## config.mk

```make
export PLATFORM = sky130hd
export DESIGN_NAME = icache_refill
export DESIGN_NICKNAME = d
export VERILOG_FILES = /design/src/icache_cfg_pkg.sv /design/src/icache_types_pkg.sv /design/src/icache_refill.sv
export SDC_FILE = /design/constraint.sdc
export NUM_CORES = 1
export LEC_CHECK = 0
export ABC_AREA = 1
export BUFFER_PORTS_ARGS = -buffer_cell sky130_fd_sc_hd__buf_2
export CAP_MARGIN = 15
export CORE_AREA = 2 2 89 91
export DETAILED_ROUTE_END_ITERATION = 7
export DIE_AREA = 0 0 91 93
export GPL_TIMING_DRIVEN = 1
export PLACE_DENSITY = 0.73
export SLEW_MARGIN = 20
export SYNTH_ARGS = -nofsm -noshare
export SYNTH_HDL_FRONTEND = slang
export SYNTH_SLANG_ARGS = --single-unit
```

## constraint.sdc

```tcl
create_clock -name clk -period 0.93 [get_ports clk]
set_clock_uncertainty 0.2 [all_clocks]
set_input_delay 0.186 -clock clk [delete_from_list [all_inputs] [get_ports clk]]
set_output_delay 0.186 -clock clk [all_outputs]
set_load 0.05 [all_outputs]
```

## src/icache_cfg_pkg.sv

```systemverilog
/* geometry of the two-way instruction cache, shared by the RTL and the testbench
   address split is tag[31:9], index[8:3], word select bit 2 */
package icache_cfg_pkg;

    localparam int ADDR_W   = 32;
    localparam int INST_W   = 32;
    localparam int LINE_W   = 64;  // two instructions per line

    localparam int NUM_SETS = 64;
    localparam int INDEX_W  = 6;
    localparam int TAG_W    = 23;
    localparam int NUM_WAYS = 2;

    // replacement ages
    localparam int AGE_W    = 3;
    localparam int AGE_MAX  = 7;

    // bit positions inside a fetch address
    localparam int INDEX_LSB = ADDR_W - TAG_W - INDEX_W;  // 3
    localparam int TAG_LSB   = INDEX_LSB + INDEX_W;       // 9
    localparam int WORD_SEL  = 2;                         // upper or lower half of a line

endpackage

```

## src/icache_types_pkg.sv

```systemverilog
/* request, response and array-write types of the instruction cache */
package icache_types_pkg;

    typedef logic [icache_cfg_pkg::ADDR_W-1:0]   addr_t;
    typedef logic [icache_cfg_pkg::INDEX_W-1:0]  index_t;
    typedef logic [icache_cfg_pkg::TAG_W-1:0]    tag_t;
    typedef logic [icache_cfg_pkg::LINE_W-1:0]   line_t;
    typedef logic [icache_cfg_pkg::INST_W-1:0]   inst_t;
    typedef logic                                way_t;
    typedef logic [icache_cfg_pkg::NUM_WAYS-1:0] way_mask_t;

    typedef struct packed {
        logic  valid;
        tag_t  tag;
    } tag_entry_t;

    typedef struct packed {
        logic  valid;
        addr_t addr;
    } fetch_req_t;

    typedef struct packed {
        logic  valid;
        inst_t data;
    } fetch_rsp_t;

    typedef struct packed {
        logic  read;
        addr_t addr;  // line aligned
    } mem_req_t;

    typedef struct packed {
        logic  valid;
        line_t data;
    } mem_rsp_t;

    // one write into the tag and data arrays, fence or fill
    typedef struct packed {
        logic       en;
        way_mask_t  mask;
        index_t     index;
        tag_entry_t entry;
        line_t      line;
    } arr_wr_t;

    typedef struct packed {
        logic      hit;
        way_t      hit_way;
        way_mask_t valid;
        inst_t     inst;
    } lookup_t;

    typedef enum logic [1:0] {
        IDLE,
        READ,
        COMPARE,
        MISS
    } ctrl_state_e;

endpackage

```

## src/icache_refill.sv

```systemverilog
/* line refill towards memory, one aligned read per miss
   the returned line is written straight into the victim way */
`timescale 1ns/1ps

module icache_refill (
    input  logic                        clk,
    input  logic                        arst_n_i,
    input  logic                        start_i,
    input  icache_types_pkg::addr_t     fetch_addr_i,
    input  icache_types_pkg::way_t      victim_way_i,
    output icache_types_pkg::mem_req_t  mem_req_o,
    input  icache_types_pkg::mem_rsp_t  mem_rsp_i,
    output icache_types_pkg::arr_wr_t   fill_o
);

    logic                        pend_q;
    icache_types_pkg::addr_t     addr_q;
    icache_types_pkg::way_t      way_q;
    icache_types_pkg::way_mask_t way_mask;

    always_ff @(posedge clk or negedge arst_n_i) begin
        if (!arst_n_i) begin
            pend_q <= 1'b0;
        end else if (start_i) begin
            pend_q <= 1'b1;
        end else if (mem_rsp_i.valid) begin
            pend_q <= 1'b0;
        end
    end

    always_ff @(posedge clk) begin
        if (start_i) begin
            addr_q <= {fetch_addr_i[icache_cfg_pkg::ADDR_W-1:icache_cfg_pkg::INDEX_LSB],
                       icache_cfg_pkg::INDEX_LSB'(0)};
            way_q  <= victim_way_i;
        end
    end

    always_comb begin
        way_mask        = '0;
        way_mask[way_q] = 1'b1;
    end

    // read drops in the response cycle
    assign mem_req_o.read = pend_q & ~mem_rsp_i.valid;
    assign mem_req_o.addr = addr_q;

    assign fill_o.en          = pend_q & mem_rsp_i.valid;
    assign fill_o.mask        = way_mask;
    assign fill_o.index       = addr_q[icache_cfg_pkg::INDEX_LSB +: icache_cfg_pkg::INDEX_W];
    assign fill_o.entry.valid = 1'b1;
    assign fill_o.entry.tag   = addr_q[icache_cfg_pkg::TAG_LSB +: icache_cfg_pkg::TAG_W];
    assign fill_o.line        = mem_rsp_i.data;

    a_rsp_pending: assert property (
        @(posedge clk) disable iff (!arst_n_i)
        mem_rsp_i.valid |-> pend_q
    ) else $error("memory response without a pending read");

endmodule

```

# ---- Word level (Yosys, flattened, before mapping)
# Cells that the tools add are included.
dict set report classes {
  n_lt_le_gt_ge 2
  mux 4
  bitwise_logic 3
  reduce_logical 2
}
# cell count
set ops {}
lappend ops {{$mux 1} 3}
lappend ops {{$and 1x1->1} 2}
lappend ops {{$lt 1x2->1 const B} 1}
lappend ops {{$reduce_bool 2->1} 1}
lappend ops {{$demux 1 s1} 1}
lappend ops {{$ge 1x1->1 const B} 1}
lappend ops {{$logic_and 1x1->1} 1}
lappend ops {{$not 1->1} 1}
dict set report word_totals {
  register_bits 31
  inputBits 101
  out_inout_bits 130
  wordCells 14
}

# ---- Logic depth before layout (Yosys ltp)
# Gate-level depths: netlist of the first run.
dict set report depth {
  ltp_word 4
  ltp_mapped 3
  ltp_nobuf 3
}

# ---- Worst setup path after synthesis of the first run
# OpenSTA, ideal clock, no wires.
dict set report synth_timing {
  path_type {register to output}
  from {reg addr_q[10]}
  to {out mem_req_o[10] (netlist bit)}
  arrival_time_ns 0.904
  t_required_ns 0.544
  path_slack_ns -0.360
  stages_incl_launch_ff 2
  n_path_buf 1
  path_cell_list {edfxtp_1 buf_4}
}
# element line_no
set synth_rtl {}
lappend synth_rtl {{start, declared} icache_refill.sv:17} ;# icache_types_pkg::addr_t addr_q;
lappend synth_rtl {{start signal, assigned} icache_refill.sv:33} ;# addr_q <= {fetch_addr_i[icache_cfg_pkg::ADDR_W-1:icache_cfg_pkg::INDEX_LSB],
lappend synth_rtl {{end, declared} icache_refill.sv:11} ;# output icache_types_pkg::mem_req_t mem_req_o,
# No word-level cell between the ends.

==> results.toml, run 1 <==
[sta]
setup_ws_ns = -0.4563
max_freq_mhz = 721.3
min_period_over_period_pct = 149.1
holdWs_ns = -0.1195
slew_violations = 0
fin_tns_setup_ns = -21.71
layout_min_cycle_time_ns = 1.386
rsz0062_at_grt = "true"
finalSetupViolations = 63
finalHoldViolCount = 30

[synth]
ys_types = 7
synth-async-reset-ratio_pct = 3.226
synth_edf_count = 30
syn_avg_cell_area_um2 = 12.26
netlist_top_cells_area = "edfxtp_1, buf_4, dfrtp_1, inv_1, nand2_2"
ys.flop_type = "edfxtp_1"
yosysSeqAreaShare_pct = 54.33
yosysMostFrequentCell = "buf_4"
netlist_area_um2 = 1704
netlist_top_cells_count = "buf_4, edfxtp_1, inv_1, conb_1, nand2_2"
yosys_warnings = 0
synth_largest_area_cell = "edfxtp_1"
ys_seq_elements = 31
synth_top_area_share_pct = 52.86
synth_cells = 139

[floorplan]
core_um2 = 7527
die-area_um2 = 8463
die-height_um = 93
io_pins = 231
fp.dieW_um = 91
initial_utilization_pct = 22.64
placementRows = 32

[placement]
gp_congestion = 0.6376
dp_hpwl_um = 2323
place_area_um2 = 1640
portBuffers = 95
placed_cells = 243

[min_path]
hold_class = "primary input to flop"

[outcome]
failed_checks = "hold timing, setup timing"
status = "finished, violations left"

[layout]
finalNetCount = 254
n_antenna_cell = 0
syn2layout_area_growth_pct = 29.07
fin_area_um2 = 2200
fin_cells = 256
drive_gt1_share_pct = 75.32

[global_routing]
grt_pass1_wl_um = 4788
grt_max_degree = 19
grt.overflow.total = 0
grt_antenna_before_repair = 0
grt_pass1_vias = 859
grt_usage_pct = 7.696

[worst_setup_path]
arrival_ns = 1.00
criticalPathCategory = "flop to output port"
worstPathMaxFanout = 2
required_ns = 0.54
regToRegSetupSlack_ns = -0.36
worstSetupStartpointType = "flop"
critical_path.endpoint_type = "output port"

[clock_tree]
clockBufferDepth = 2
cts_tree = "yes"
cts.htree.levels = 2
cts.sinks = 31
clock_latency_ns = 0.28
root_buffer = "clkbuf_8"
hold_buffers = 1
numCtsBuffers = 5
clkTransAtPathRegs_ns = 0.06

[drt]
drt_drc_violations_left = 0
routedWlPerCell_um = 13.07
drt_pass1_iterations = 3
drt_iter0_markers = 15
antenna_left = 0
via_per_inst = 3.445
via_count = 882
wirelength_um = 3347

[power_and_ir_drop]
powerDensity_nw_per_um2 = 2039
p_total_w = 0.004485
ir_drop_uv = 779.5
leakagePower_nw = 0.9535

[flow_run]
drv_cap = 0
==> where the power goes <==
group / switching, W / internal (W)
Combinational: 0.000939 / 0.000489
Clock: 0.000499 / 0.000796
Sequential: 0.000101 / 0.00166
==> worst paths after layout <==
path                                   from             to  cells after the start
setup / recovery                     pend_q  mem_req_o[32]                      3
hold reg to reg                      pend_q         pend_q                      7
setup reg to reg                     pend_q         pend_q                      7
hold / removal             fetch_addr_i[27]     addr_q[27]                      1
max in group asynchronous          arst_n_i         pend_q                      2
min in group asynchronous          arst_n_i         pend_q                      2
==> kinds of logic after synthesis <==
| kind of cell | count (synthesis) | synth area share, % |
|---|---|---|
| buffers and inverters | 103 | 44.27 |
| DFF | 31 | 54.33 |
| and+or+nand+nor | 3 | 0.9542 |
| other | 2 | 0.4407 |
==> stage by stage <==
| stage | setup WS, ns | utilization (%) |
|---|---|---|
| after global routing | -0.4958 | 29.22 |
| after detailed placement | -0.2087 | 21.79 |
| after global placement | -0.1838 | 21.79 |
| after CTS | -0.4882 | 29.22 |
| final | -0.4563 | 29.22 |
| after floorplan | -0.3165 | - |
==> final cells by class <==
cell class	instances	area, um2
Sequential cell	31	925.9
Clock buffer	5	68.82
Inverter	5	30.03
Multi-Input combinational cell	7	33.78
Tap cell	102	127.6
Timing Repair Buffer	103	969.7
Fill cell	759	5328
Clock inverter	3	43.79
==> routing by layer <==
metal  vias to the layer above  part of all wire, %  track usage (%)  wire length, um
met2                        87                   51            13.09             1692
li1                        365                    -                -                -
met3                        14                   15            5.802              507
met1                       416                   31            6.031             1043
met5                         -                    0                0                0
met4                         0                  3.1            5.303              103
==> worst max-delay path, stage by stage, from the launching register on <==
cell and delay, ns:
dfrtp_1 0.40, nand2_2 0.10, clkinvlp_4 0.08, buf_6 0.15
==> repair_timing <==
item,in CTS,in global routing
buffers inserted,5,0
endpoints found under the hold margin,31,30
setup endpoints to repair,63,63
gates resized for setup,129,0
pin swaps,2,2
==> layout by cell type (no fill, tap or decap) <==
cell           instances
dfrtp_1                1
buf_4                  1
edfxtp_1              30
buf_8                  1
buf_2                 33
clkbuf_8               5
bufinv_16              1
conb_1                 4
clkinvlp_4             3
dlygate4sd3_1          1
clkinv_4               1
inv_1                  2
clkinv_2               1
nand2_2                3
buf_6                 65
buf_12                 2
==> flip-flops by register name, summed over array words and instances, names as in the netlist <==
signal and flops:
pend_q 1, way_q 1, addr_q 29
No activity file was read; power rests on OpenSTA's default activity.
==> run 2, diff against run 1 <==
- ABC_AREA: 1 -> 0
- clock period: 0.93 -> 1.5 ns (I/O delays scaled with it)
==> run 2 against run 1 <==
The run now ends clean. Cell area fell by 9.0%. Combinational power fell by 46%. Routed wire length rose by 40%. Register-to-register slack improved by 0.79 ns. Cell count rose by 7.4%. Power fell by 46%. First-iteration DRC count did not move. Area after synthesis fell by 0.22%. Global-route usage rose by 2.6 points. Flip-flop and latch count did not move. Critical path type unchanged.
==> results.toml, run 2 <==
[drt]
wirelength_um = 4683
drt_iter0_markers = 15
routedWlPerCell_um = 17.03
drt_pass1_iterations = 4
via_count = 958
drt_drc_violations_left = 0
via_per_inst = 3.484
antenna_left = 0

[power_and_ir_drop]
p_sw_w = 0.0008970
switching_share_pct = 37.08
power.clock.fraction_pct = 24.3
p_total_w = 0.002419
leakagePower_nw = 0.8995
powerDensity_nw_per_um2 = 1209
intPower_w = 0.001522
comb_power_share_pct = 31.9
pwr-share-seq_pct = 43.8
ir_drop_uv = 806.4

[synth]
yosysMostFrequentCell = "buf_4"
netlist_area_um2 = 1700
yosys_warnings = 0
synth_top_area_share_pct = 52.98
synth_cells = 135
synth_fa_ha_area_share_pct = 0
synth_xor_area_share_pct = 0
synth_largest_area_cell = "edfxtp_1"
syn_avg_cell_area_um2 = 12.60
ys_seq_elements = 31
synth_edf_count = 30
synth_top_family_by_area = "buffers and inverters"
ys_types = 8
synth-async-reset-ratio_pct = 3.226
netlist_top_cells_area = "edfxtp_1, buf_4, dfrtp_1, nor2b_4, and2_2"
yosysSeqAreaShare_pct = 54.45
synthSimpleGateAreaFrac_pct = 1.619
yosys-mux-area-fraction_pct = 0
netlist_top_cells_count = "buf_4, edfxtp_1, conb_1"
synth_compound_area_share_pct = 0
ys.flop_type = "edfxtp_1"

[outcome]
status = "finished clean"

[worst_setup_path]
critical_path.endpoint_type = "output port"
criticalPathCategory = "flop to output port"
required_ns = 1.00
regToRegSetupSlack_ns = 0.43
crit_start = "pend_q"
worstPathMaxFanout = 2
worstSetupStartpointType = "flop"
arrival_ns = 0.98
timing.rr.start = "pend_q"

[layout]
drive_gt1_share_pct = 60.69
syn2layout_area_growth_pct = 17.66
reg_top3 = "addr_q (29), pend_q (1), way_q (1)"
largest_register_ffs = 29
max_flop_register = "addr_q"
mostFrequentLayoutCell = "buf_2"
fillers = 799
final_util_pct = 26.58
finalNetCount = 274
n_antenna_cell = 0
fin_cells = 275
layout_common_cells = "buf_2, edfxtp_1, dlygate4sd3_1"

[floorplan]
die-area_um2 = 8463
die-height_um = 93
initial_utilization_pct = 22.59
io_pins = 231
placementRows = 32
core_um2 = 7527
fp.dieW_um = 91

[sta]
finalSetupViolations = 0
slew_violations = 0
layout_min_cycle_time_ns = 1.479
max_freq_mhz = 676.3
finalHoldViolCount = 0
min_period_over_period_pct = 98.58
rsz0062_at_grt = "true"

[clock_tree]
numCtsBuffers = 5
cts.sinks = 31
cts.htree.levels = 2
root_buffer = "clkbuf_8"
clock_latency_ns = 0.27
clkTransAtPathRegs_ns = 0.06
cts_tree = "yes"
clockBufferDepth = 2

[placement]
gp_congestion = 0.7561
placed_cells = 238
dp_hpwl_um = 3573
portBuffers = 95

[global_routing]
grt.overflow.total = 0
grt_usage_pct = 10.31
grt_antenna_before_repair = 0
grt_pass1_vias = 1022
grt_pass1_wl_um = 6306
grt_max_degree = 18

[min_path]
hold_class = "primary input to flop"
hp-start = "fetch_addr_i[16]"

[flow_run]
drv_cap = 0
run 2: changes by cell type in the layout (fill, tap and decap cells not counted), moves of 3 or more:
cell	before	now
buf_2	33	92
dlygate4sd3_1	1	30
nand2_2	3	0
clkinvlp_4	3	0
buf_6	65	1
run 2: timing repair:
action	4_1_cts	5_1_grt
resized for setup	4	3
pin swaps	0	0
setup endpoints to repair	3	2
endpoints found under the hold margin	30	0
hold buffers	30	0
buffers inserted	0	0
run 2: power groups by stage:
stage               combinational, W  clock [W]  sequential, W
floorplan                   0.000837          0        0.00130
global placement            0.000693          0        0.00107
detailed placement          0.000698          0        0.00107
CTS                         0.000762   0.000613        0.00106
global route                0.000794   0.000655        0.00107
finish                      0.000771   0.000589        0.00106
run 2: metrics by stage:
step / instance area, um2 / worst slack (ns) / setup TNS [ns] / hold WS (ns)
after floorplan: 1708 / 0.09635 / 0 / -0.1956
after global placement: 1603 / 0.2031 / 0 / -0.1236
after detailed placement: 1603 / 0.2025 / 0 / -0.1216
after CTS: 1992 / 0.02261 / 0 / 0.002585
after global routing: 2001 / -0.02998 / -0.02998 / 0.01493
final: 2001 / 0.02128 / 0 / 0.01423
run 2: path summary, 6_finish.rpt:
check / endpoint / cells after the start
setup / recovery: mem_req_o[32] / 2
hold / removal: addr_q[16] / 1
setup reg to reg: pend_q / 2
hold reg to reg: pend_q / 2
max in group asynchronous: pend_q / 2
min in group asynchronous: pend_q / 2
run 2: metal layers:
| layer | share of wire (%) | routed length (um) | global-route usage (%) | up-vias |
|---|---|---|---|---|
| li1 | - | - | - | 405 |
| met1 | 24 | 1103 | 7.618 | 406 |
| met2 | 52 | 2447 | 18.02 | 121 |
| met3 | 19 | 894 | 7.172 | 26 |
| met4 | 5.1 | 237 | 8.207 | 0 |
| met5 | 0 | 0 | 0 | - |
run 2: final cells by class:
class	instances	area (um2)	area share, %
clock inverter	2	8.758	0.4378
clock buffer	5	68.82	3.440
timing repair buffer	127	822.0	41.09
inverter	1	3.754	0.1876
sequential	31	925.9	46.28
tap	102	127.6	6.379
multi-input combinational	7	43.79	2.189
run 2: logic make-up (layout without fill, tap and decap cells):
family / after synthesis / count (layout)
simple gates: 3 / 3
buf+inv: 99 / 135
other cells: 2 / 4
flops: 31 / 31
run 2: critical path, cell delays in order, from the launching register on:
cell     delay (ns)
dfrtp_1        0.36
nor2b_4        0.17
buf_6          0.17
