<file path="src/icache_cfg_pkg.sv">
/* geometry of the two-way instruction cache, shared by the RTL and the testbench
   address split is tag[31:9], index[8:3], word select bit 2 */
package icache_cfg_pkg;

    localparam int ADDR_W   = 32;
    localparam int INST_W   = 32;
    localparam int LINE_W   = 64;  // two instructions per line

    localparam int NUM_SETS = 64;
    localparam int INDEX_W  = 6;
    localparam int TAG_W    = 23;
    localparam int NUM_WAYS = 2;

    // replacement ages
    localparam int AGE_W    = 3;
    localparam int AGE_MAX  = 7;

    // bit positions inside a fetch address
    localparam int INDEX_LSB = ADDR_W - TAG_W - INDEX_W;  // 3
    localparam int TAG_LSB   = INDEX_LSB + INDEX_W;       // 9
    localparam int WORD_SEL  = 2;                         // upper or lower half of a line

endpackage

</file>
<file path="src/icache_types_pkg.sv">
/* request, response and array-write types of the instruction cache */
package icache_types_pkg;

    typedef logic [icache_cfg_pkg::ADDR_W-1:0]   addr_t;
    typedef logic [icache_cfg_pkg::INDEX_W-1:0]  index_t;
    typedef logic [icache_cfg_pkg::TAG_W-1:0]    tag_t;
    typedef logic [icache_cfg_pkg::LINE_W-1:0]   line_t;
    typedef logic [icache_cfg_pkg::INST_W-1:0]   inst_t;
    typedef logic                                way_t;
    typedef logic [icache_cfg_pkg::NUM_WAYS-1:0] way_mask_t;

    typedef struct packed {
        logic  valid;
        tag_t  tag;
    } tag_entry_t;

    typedef struct packed {
        logic  valid;
        addr_t addr;
    } fetch_req_t;

    typedef struct packed {
        logic  valid;
        inst_t data;
    } fetch_rsp_t;

    typedef struct packed {
        logic  read;
        addr_t addr;  // line aligned
    } mem_req_t;

    typedef struct packed {
        logic  valid;
        line_t data;
    } mem_rsp_t;

    // one write into the tag and data arrays, fence or fill
    typedef struct packed {
        logic       en;
        way_mask_t  mask;
        index_t     index;
        tag_entry_t entry;
        line_t      line;
    } arr_wr_t;

    typedef struct packed {
        logic      hit;
        way_t      hit_way;
        way_mask_t valid;
        inst_t     inst;
    } lookup_t;

    typedef enum logic [1:0] {
        IDLE,
        READ,
        COMPARE,
        MISS
    } ctrl_state_e;

endpackage

</file>
<file path="src/icache_victim_select.sv">
/* per-set, per-way age counters and the refill victim choice
   invalid ways go first, otherwise the older way, ties to way 0 */
`timescale 1ns/1ps

module icache_victim_select (
    input  logic                        clk,
    input  logic                        arst_n_i,
    input  icache_types_pkg::index_t    index_i,
    input  logic                        hit_i,
    input  icache_types_pkg::way_t      hit_way_i,
    input  icache_types_pkg::arr_wr_t   fill_i,
    input  icache_types_pkg::way_mask_t way_valid_i,
    output icache_types_pkg::way_t      victim_way_o
);

    logic [icache_cfg_pkg::AGE_W-1:0] age_q [icache_cfg_pkg::NUM_SETS][icache_cfg_pkg::NUM_WAYS];

    always_ff @(posedge clk or negedge arst_n_i) begin
        if (!arst_n_i) begin
            for (int s = 0; s < icache_cfg_pkg::NUM_SETS; s++) begin
                for (int w = 0; w < icache_cfg_pkg::NUM_WAYS; w++) begin
                    age_q[s][w] <= '0;
                end
            end
        end else begin
            if (hit_i) begin
                // every line grows older on a hit
                for (int s = 0; s < icache_cfg_pkg::NUM_SETS; s++) begin
                    for (int w = 0; w < icache_cfg_pkg::NUM_WAYS; w++) begin
                        if (age_q[s][w] != icache_cfg_pkg::AGE_W'(icache_cfg_pkg::AGE_MAX)) begin
                            age_q[s][w] <= age_q[s][w] + 1'b1;
                        end
                    end
                end
                age_q[index_i][hit_way_i] <= '0;  // last assignment wins
            end
            if (fill_i.en) begin
                for (int w = 0; w < icache_cfg_pkg::NUM_WAYS; w++) begin
                    if (fill_i.mask[w]) begin
                        age_q[fill_i.index][w] <= '0;
                    end
                end
            end
        end
    end

    always_comb begin
        if (!way_valid_i[0]) begin
            victim_way_o = 1'b0;
        end else if (!way_valid_i[1]) begin
            victim_way_o = 1'b1;
        end else begin
            victim_way_o = (age_q[index_i][1] > age_q[index_i][0]);
        end
    end

endmodule

</file>
<file path="config.mk">
export PLATFORM = sky130hd
export DESIGN_NAME = icache_victim_select
export DESIGN_NICKNAME = d
export VERILOG_FILES = /design/src/icache_cfg_pkg.sv /design/src/icache_types_pkg.sv /design/src/icache_victim_select.sv
export SDC_FILE = /design/constraint.sdc
export NUM_CORES = 1
export LEC_CHECK = 0
export CELL_PAD_IN_SITES_DETAIL_PLACEMENT = 0
export CELL_PAD_IN_SITES_GLOBAL_PLACEMENT = 2
export CORE_MARGIN = 4
export CORE_UTILIZATION = 43
export DETAILED_ROUTE_END_ITERATION = 8
export DONT_BUFFER_PORTS = 1
export PLACE_DENSITY_LB_ADDON = 0.3
export SYNTH_ARGS = -nofsm -noshare
export SYNTH_HDL_FRONTEND = slang
export SYNTH_SLANG_ARGS = --single-unit
export TNS_END_PERCENT = 100
</file>
<file path="constraint.sdc">
create_clock -name clk -period 4.7 [get_ports clk]
set_clock_uncertainty 0.15 [all_clocks]
set_input_delay 0.705 -clock clk [delete_from_list [all_inputs] [get_ports clk]]
set_output_delay 0.705 -clock clk [all_outputs]
set_load 0.01 [all_outputs]
</file>
## After elaboration in Yosys (flattened, before gate mapping)

Cells that the tools add are included.

| storage, ports and cells | value |
|---|---|
| bits in registers | 384 |
| logic and storage cells | 677 |

| cells by class | value |
|---|---|
| add/subtract/negate cells | 128 |
| magnitude comparators | 7 |
| eq/ne operators | 128 |
| muxes and demuxes | 274 |
| bitwise operators | 9 |
| reduce and logical (&&, ||, !) cells | 3 |

Operator list:

| kind | count |
|---|---|
| $mux W384 | 5 |
| $and A384 B384 Y384 | 3 |
| $not A384 Y384 | 3 |
| $mux W3 | 258 |
| $add A3 B1 Y3 const B | 128 |
| $ne A3 B3 Y1 const B | 128 |
| $demux W6 S6 | 3 |
| $bmux W6 S6 | 1 |
| $mux W6 | 4 |
| $ge A7 B7 Y1 const B | 2 |
| $lt A7 B1 Y1 const B | 2 |
| $not A6 Y7 | 2 |
| $demux W3 S1 | 1 |
| $gt A3 B3 Y1 | 1 |
| $logic_and A1 B1 Y1 | 3 |
| $ge A2 B2 Y1 const B | 1 |
| $lt A2 B1 Y1 const B | 1 |
| $mux W1 | 2 |
| $not A1 Y2 | 1 |

## Depth between registers and ports, before layout

Gate-level depths: netlist (run 1).

| logic depth | value |
|---|---|
| depth after elaboration | 16 |
| mapped depth | 14 |

## Worst setup path after synthesis (run 1)

OpenSTA, ideal clock, no wires.

| timing | value |
|---|---|
| path kind | input port to output port |
| start point | in index_i[0] |
| end point | out victim_way_o |
| arrival time | 3.063 ns |
| data required time | 3.845 ns |
| path slack | 0.782 ns |
| cell stages on the path | 13 |
| path buffers | 3 |
| cells stage by stage | buf_6 buf_6 buf_2 mux4_2 mux2i_1 o22ai_1 a211oi_1 nand4_1 ha_1 nor2b_1 o21a_1 o21ai_0 a21boi_0 |

| on the way | value |
|---|---|
| word-level cells in the longest chain between the ends | 7 |

Ends and longest elaborated chain:

| what | line | RTL |
|---|---|---|
| start, declared | icache_victim_select.sv:8 | `input icache_types_pkg::index_t index_i,` |
| $not A6 Y7 (not written as such) | icache_victim_select.sv:53 | `victim_way_o = (age_q[index_i][1] > age_q[index_i][0]);` |
| $bmux W6 S6 | icache_victim_select.sv:53 |  |
| $mux W6 (not written as such) (2 in a row) | icache_victim_select.sv:53 |  |
| $gt A3 B3 Y1 | icache_victim_select.sv:53 |  |
| $mux W1 | icache_victim_select.sv:50 | `end else if (!way_valid_i[1]) begin` |
| $mux W1 | icache_victim_select.sv:48 | `if (!way_valid_i[0]) begin` |
| end, declared | icache_victim_select.sv:13 | `output icache_types_pkg::way_t victim_way_o` |

Every way passes these cells. The select of a mux whose other input is x is not followed.

## Worst setup path after layout (run 1)

| timing | value |
|---|---|
| start point | reg age_q[261] in the netlist's numbering |
| end point | out victim_way_o |

| on the way | value |
|---|---|
| word-level cells in the longest chain between the ends | 6 |

Ends and longest elaborated chain:

| what | line | RTL |
|---|---|---|
| start, declared | icache_victim_select.sv:16 | `logic [icache_cfg_pkg::AGE_W-1:0] age_q [icache_cfg_pkg::NUM_SETS][icache_cfg_pkg::NUM_WAYS];` |
| start signal, assigned by index | icache_victim_select.sv:31 | `age_q[s][w] <= age_q[s][w] + 1'b1;` |
| $bmux W6 S6 | icache_victim_select.sv:53 |  |
| $mux W6 (not written as such) (2 in a row) | icache_victim_select.sv:53 |  |
| $gt A3 B3 Y1 | icache_victim_select.sv:53 |  |
| $mux W1 | icache_victim_select.sv:50 |  |
| $mux W1 | icache_victim_select.sv:48 |  |

Every way passes these cells. The select of a mux whose other input is x is not followed.

==> impl_metrics.sql, run 1 <==
INSERT INTO impl_metrics (metric_group, metric, value, unit) VALUES
('run_status', 'run_status', 'finished with violations', ''),
('run_status', 'violated_checks', 'negative hold slack, max-slew violations', ''),
('yosys', 'synth_enable_flop_cells', '0', ''),
('clock_network', 'cts.path.max_buffers', '3', ''),
('yosys', 'synth.cells.most_frequent', 'nor2_1 (409), dfrtp_1 (384), mux2i_1 (198)', ''),
('yosys', 'synth.ff_latch_count', '384', ''),
('global_routing', 'antenna_found_initial', '2', ''),
('yosys', 'synth_seq_area_share', '45.0', '%'),
('floorplan', 'fp.dieArea', '53300', 'sq um'),
('clock_network', 'cts.clk_slew.worst_paths', '0.06', 'ns'),
('sta', 'worst_slack', '0.265', 'ns'),
('yosys', 'synth_top_area_cell', 'dfrtp_1', ''),
('setup_path', 'regToRegStartpoint', 'age_q[228]', ''),
('place', 'hpwlAfterDp', '39900', 'um'),
('yosys', 'synth_cell_types', '53', ''),
('sta', 'min_period', '4.43', 'ns'),
('power_and_ir_drop', 'p_total', '14.5', 'mW'),
('global_routing', 'gr-total-overflow', '0', ''),
('setup_path', 'worst-setup-path-type', 'register to output pin', ''),
('sta', 'finalSetupTns', '0', 'ns'),
('yosys', 'synthCells', '2038', ''),
('setup_path', 'crit_end_element', 'output pin', ''),
('setup_path', 'reg2reg_setup_slack', '3.06', 'ns'),
('clock_network', 'cts_inserted_buffers', '46', ''),
('sta', 'worstMarginPinSlew', '1.53', 'ns'),
('sta', 'final_hold_viol_count', '282', ''),
('sta', 'grt_setup_unrepaired', 'no', ''),
('setup_path', 'worstPathCellList', 'mux4_2, mux2i_4, o22a_2, o221ai_2, or4b_1, ha_1, nor2b_1, o21a_1, o21ai_0, buf_4, a21boi_0, buf_4', ''),
('floorplan', 'die_width', '231', 'um'),
('global_routing', 'grtUsageTotal', '23.2', '%'),
('finish', 'instances_no_fill', '2704', ''),
('sta', 'achievable-frequency', '225', 'MHz'),
('hold_path', 'worstHoldPathType', 'input pin to async pin', ''),
('place', 'dp.cells', '2620', ''),
('finish', 'design.final.nets', '2244', ''),
('route', 'drt-wirelength-per-cell', '22.8', 'um'),
('finish', 'largest_reg_flops', '384', ''),
('setup_path', 'path_delay_family', 'multiplexers', ''),
('setup_path', 'regToRegEndpoint', 'age_q[229]', ''),
('setup_path', 'timing.critical_path.slowest_stage_cell', 'or4b_1', ''),
('sta', 'timing_max_transition_violations_final', '61', ''),
('global_routing', 'grt_start_max_net_pins', '385', ''),
('yosys', 'synth_largest_type_area_fraction', '45.0', '%'),
('route', 'detail_route.first_pass.iterations', '5', ''),
('place', 'globalplace.congestion', '0.807', ''),
('yosys', 'yosys-top-cells-area', 'dfrtp_1 (45%), mux2i_1 (9.3%), ha_1 (7.7%)', ''),
('finish', 'layout-drive-gt1-share', '7.36', '%'),
('finish', 'registers.top_by_ff_count', 'age_q', ''),
('setup_path', 'cp.required', '3.85', 'ns'),
('floorplan', 'floorplan.core_area', '49100', 'sq um'),
('route', 'finalWirelength', '61700', 'um'),
('sta', 'setup-violations-final', '0', ''),
('power_and_ir_drop', 'power_density', '616', 'nW/um^2'),
('yosys', 'synthesis.area', '21400', 'sq um'),
('setup_path', 'r2r.worst_path.cells', '4', ''),
('power_and_ir_drop', 'ir_drop', '0.307', 'mV'),
('route', 'drt_first_iter_violations', '1246', ''),
('route', 'drtAntennaViolNets', '0', ''),
('floorplan', 'start_util', '43.5', '%'),
('setup_path', 'critical_path.max_fanout', '3', ''),
('route', 'drc', '0', ''),
('route', 'vias', '15900', ''),
('global_routing', 'grt_pass1_wl', '96000', 'um'),
('setup_path', 'worst_ep_arrival_time', '3.58', 'ns'),
('clock_network', 'cts.htree.levels', '2', ''),
('sta', 'holdWs', '-0.308', 'ns'),
('setup_path', 'worst_path_most_repeated_cell', 'buf_4', ''),
('finish', 'area_growth', '9.99', '%'),
('route', 'vias_per_cell', '5.89', ''),
('floorplan', 'num_io_pins', '110', ''),
('yosys', 'synth_fp_nets', '2278', '');
[metal layers]
layer | track usage, % | share of wire (%)
met4 | 7.33 | 3.2
met2 | 36.6 | 46
met5 | 0 | 0.018
met3 | 6.10 | 7.0
met1 | 31.4 | 44
[logic make-up after synthesis]
family | synth area share, %
compound gates | 16.2
xor+xnor | 5.25
fa+ha+maj | 7.68
buf+inv | 2.30
flops | 45.0
mux | 13.5
simple gates | 10.1
[area by class of cell]
type	instances	area (sq um)
Sequential cell	384	9610
Fill cell	4586	25600
Inverter	2	7.51
Multi-Input combinational cell	1545	11300
Antenna cell	2	5.00
Clock inverter	12	170
Clock buffer	70	1380
Timing Repair Buffer	25	213
Tap cell	664	831
[worst max-delay path by stage]
stage,from,slack (ns),to,cells after the start
CTS,age_q[261],0.05,victim_way_o,12
global route,age_q[169],0.04,victim_way_o,12
finish,age_q[261],0.27,victim_way_o,12
floorplan,index_i[0],0.78,victim_way_o,13
detailed placement,index_i[0],0.33,victim_way_o,13
global placement,index_i[0],0.27,victim_way_o,12
[through the flow]
stage	util (%)	area [sq um]	hold slack, ns
6_report	47.9	23500	-0.308
5_1_grt	47.9	23500	-0.336
4_1_cts	47.8	23500	-0.339
3_5_place_dp	44.7	21900	0.287
3_3_place_gp	44.7	21900	0.284
2_1_floorplan	-	21400	0.259
[report_power, final]
group          switching, mW  leakage, nW  internal, mW
Clock                   1.45        0.761          2.23
Sequential              1.28         4.17          4.74
Combinational           2.28         4.66          2.50
Total                   5.01         9.59          9.46
[layout by cell type, fill, tap and decap left out, drive strengths merged, types with 8 or more instances in the layout]
cell / synthesis / layout
a21boi: 129 / 129
a21oi: 140 / 140
a221o: 12 / 12
a221oi: 36 / 36
buf: 42 / 25
clkbuf: 65 / 70
dfrtp: 384 / 384
ha: 131 / 131
mux2i: 198 / 198
mux4: 38 / 38
nand2: 45 / 45
nand2b: 8 / 8
nand3: 17 / 17
nor2: 409 / 409
o21ai: 23 / 23
o22a: 13 / 13
o22ai: 151 / 151
xnor2: 128 / 128
[repair_timing]
action	4_1_cts	5_1_grt
hold endpoints to repair	384	384
resized for setup	0	2
buffers inserted	0	0
setup endpoints to repair	0	1
Power figures use the tool's default switching activity.
==> inputs of run 2 (changes only) <==
CELL_PAD_IN_SITES_DETAIL_PLACEMENT = not set   (was 0)
CELL_PAD_IN_SITES_GLOBAL_PLACEMENT = not set   (was 2)
CORE_UTILIZATION = 45   (was 43)
==> impl_metrics.sql, run 2 (same netlist as run 1, synthesis figures left out) <==
INSERT INTO impl_metrics (metric_group, metric, value, unit) VALUES
('run_status', 'run_status', 'finished with violations', ''),
('run_status', 'violated_checks', 'negative hold slack', ''),
('setup_path', 'worst_setup_path_startpoint', 'age_q[267]', ''),
('setup_path', 'timing.critical_path.slowest_stage_cell', 'or4b_1', ''),
('global_routing', 'grt_pass1_vias', '16500', ''),
('global_routing', 'grt_start_max_net_pins', '385', ''),
('route', 'drc', '0', ''),
('route', 'vias_per_cell', '6.17', ''),
('finish', 'largestRegisters', 'age_q x384', ''),
('sta', 'final_hold_viol_count', '277', ''),
('sta', 'min_period', '4.46', 'ns'),
('sta', 'worst_slew_margin_rel', '0.770', '%'),
('sta', 'grt_setup_unrepaired', 'no', ''),
('setup_path', 'regToRegEndpoint', 'age_q[277]', ''),
('clock_network', 'cts.root.buffer_cell', 'clkbuf_16', ''),
('finish', 'layout_common_cells', 'nor2_1 (408), dfrtp_1 (384), mux2i_1 (198), o22ai_1 (151), a21oi_1 (140)', ''),
('power_and_ir_drop', 'power.switching', '4.98', 'mW'),
('power_and_ir_drop', 'seq_power_share', '42.6', '%'),
('hold_path', 'worstHoldPathType', 'input pin to async pin', ''),
('setup_path', 'worstPathCellList', 'mux4_2, mux2i_1, o22a_2, o221ai_2, or4b_1, ha_1, nor2b_1, o21a_1, o21ai_0, buf_4, a21boi_0', ''),
('setup_path', 'r2r.worst_path.cells', '4', ''),
('run', 'drv.max_cap_violation_count', '0', ''),
('setup_path', 'crit_buf_inv', '1', ''),
('floorplan', 'start_util', '45.7', '%'),
('clock_network', 'cts.htree.levels', '2', ''),
('sta', 'setup-violations-final', '0', ''),
('power_and_ir_drop', 'leakage', '9.52', 'nW'),
('place', 'hpwlAfterDp', '37900', 'um'),
('floorplan', 'num_io_pins', '110', ''),
('global_routing', 'grt_pass1_wl', '92300', 'um'),
('sta', 'achievable-frequency', '224', 'MHz'),
('global_routing', 'antenna_found_initial', '0', ''),
('finish', 'mostFrequentLayoutCell', 'nor2_1', ''),
('finish', 'area_growth', '8.93', '%'),
('power_and_ir_drop', 'power.internal', '9.17', 'mW'),
('floorplan', 'fp-row-count', '79', ''),
('route', 'drtAntennaViolNets', '0', ''),
('sta', 'worst_slack', '0.241', 'ns'),
('global_routing', 'grtUsageTotal', '23.0', '%'),
('finish', 'fillers', '4194', ''),
('finish', 'layout-drive-gt1-share', '7.43', '%'),
('finish', 'num_antenna_cells', '0', ''),
('route', 'drt-wirelength-per-cell', '22.2', 'um'),
('global_routing', 'gr-total-overflow', '0', ''),
('finish', 'registers.top_by_ff_count', 'age_q', ''),
('clock_network', 'cts_inserted_buffers', '43', ''),
('route', 'detail_route.first_pass.iterations', '5', ''),
('sta', 'finalSetupTns', '0', 'ns'),
('setup_path', 'worstSetupPathDepth', '11', ''),
('sta', 'worstMarginPinSlew', '1.49', 'ns'),
('place', 'globalplace.congestion', '0.865', ''),
('sta', 'post-route-period-util', '94.9', '%'),
('setup_path', 'worst_path_largest_cell_delay', '0.60', 'ns'),
('route', 'finalWirelength', '58600', 'um'),
('setup_path', 'worst-setup-path-type', 'register to output pin', ''),
('floorplan', 'die_width', '226', 'um'),
('power_and_ir_drop', 'power_density', '608', 'nW/um^2'),
('power_and_ir_drop', 'share_clk_of_total_power', '23.5', '%'),
('clock_network', 'worstSkewPairLatency', '0.56', 'ns'),
('clock_network', 'cts_tree', 'done', ''),
('setup_path', 'critical_path.startpoint_type', 'register', ''),
('route', 'vias', '16300', ''),
('setup_path', 'critical_path.max_fanout', '3', ''),
('setup_path', 'crit_end_element', 'output pin', ''),
('clock_network', 'cts.path.max_buffers', '3', ''),
('clock_network', 'cts.sink_count', '384', ''),
('setup_path', 'path_delay_family', 'compound AO/OA/AOI/OAI gates', ''),
('sta', 'holdWs', '-0.297', 'ns'),
('finish', 'largest_reg_flops', '384', ''),
('setup_path', 'worst_ep_arrival_time', '3.60', 'ns'),
('route', 'drt_first_iter_violations', '1516', ''),
('power_and_ir_drop', 'netSwitchingFraction', '35.2', '%'),
('sta', 'timing_max_transition_violations_final', '0', ''),
('setup_path', 'cp.required', '3.85', 'ns'),
('clock_network', 'cts.clk_slew.worst_paths', '0.06', 'ns'),
('floorplan', 'fp.dieArea', '51000', 'sq um'),
('clock_network', 'post_cts_buffers', '0', ''),
('floorplan', 'die_y', '226', 'um'),
('setup_path', 'regToRegStartpoint', 'age_q[276]', ''),
('setup_path', 'reg2reg_setup_slack', '3.10', 'ns'),
('place', 'place_ws', '0.452', 'ns'),
('finish', 'design.final.nets', '2244', ''),
('place', 'io_buffer_count', '0', ''),
('power_and_ir_drop', 'ir_drop', '0.412', 'mV'),
('power_and_ir_drop', 'power.share.combinational', '33.9', '%'),
('floorplan', 'floorplan.core_area', '46800', 'sq um');
## run 2: layout make-up
cell class                      instances  area, sq um  area share (%)
Multi-Input combinational cell       1545        11300            48.4
Timing Repair Buffer                   28          235            1.01
Clock buffer                           64         1320            5.66
Tap cell                              607          759            3.27
Clock inverter                         10         70.1           0.301
Sequential cell                       384         9610            41.3
Inverter                                2         7.51          0.0323
## run 2: worst max-delay path by stage
| stage | slack [ns] | to |
|---|---|---|
| CTS | 0.23 | victim_way_o |
| global placement | 0.40 | victim_way_o |
| global route | 0.1 | victim_way_o |
| finish | 0.24 | victim_way_o |
| floorplan | 0.78 | victim_way_o |
| detailed placement | 0.45 | victim_way_o |
## run 2: timing repair
action | CTS | global route
hold endpoints to repair | 384 | 384
endpoints found under the setup margin | 0 | 0
gates resized for setup | 0 | 0
## run 2: power groups by stage
stage,Sequential [mW],Clock (mW),Combinational [mW]
6_report,6.03,3.32,4.80
5_1_grt,6.22,3.52,5.57
4_1_cts,6.02,3.37,4.86
3_5_place_dp,6.05,0,4.82
3_3_place_gp,5.98,0,4.44
2_1_floorplan,5.67,0,4.00
## run 2: worst reg2reg max path: stages, from the launching register on
cell	delay, ns
dfrtp_1	0.42
ha_1	0.23
a21boi_0	0.40
mux2i_1	0.24
nor2_1	0.05
## run 2: layer usage
metal | share of wire [%] | global-route usage (%) | wire length (um) | vias to the layer above
met5 | 0 | 0 | 0 | -
met4 | 4.3 | 9.21 | 2510 | 0
met3 | 8.0 | 4.64 | 4710 | 147
met2 | 45 | 36.4 | 26600 | 581
met1 | 42 | 31.1 | 24800 | 8182
li1 | - | - | - | 7375
## run 2: per-stage QoR
step	hold slack (ns)	utilization [%]	area [sq um]	instances	power [mW]
after global placement	0.288	46.8	21900	2566	10.4
after global routing	-0.312	49.7	23300	2640	15.3
final	-0.297	49.7	23300	2640	14.2
after detailed placement	0.284	46.8	21900	2566	10.9
after CTS	-0.300	49.7	23300	2640	14.2
after floorplan	0.259	-	21400	2038	9.66
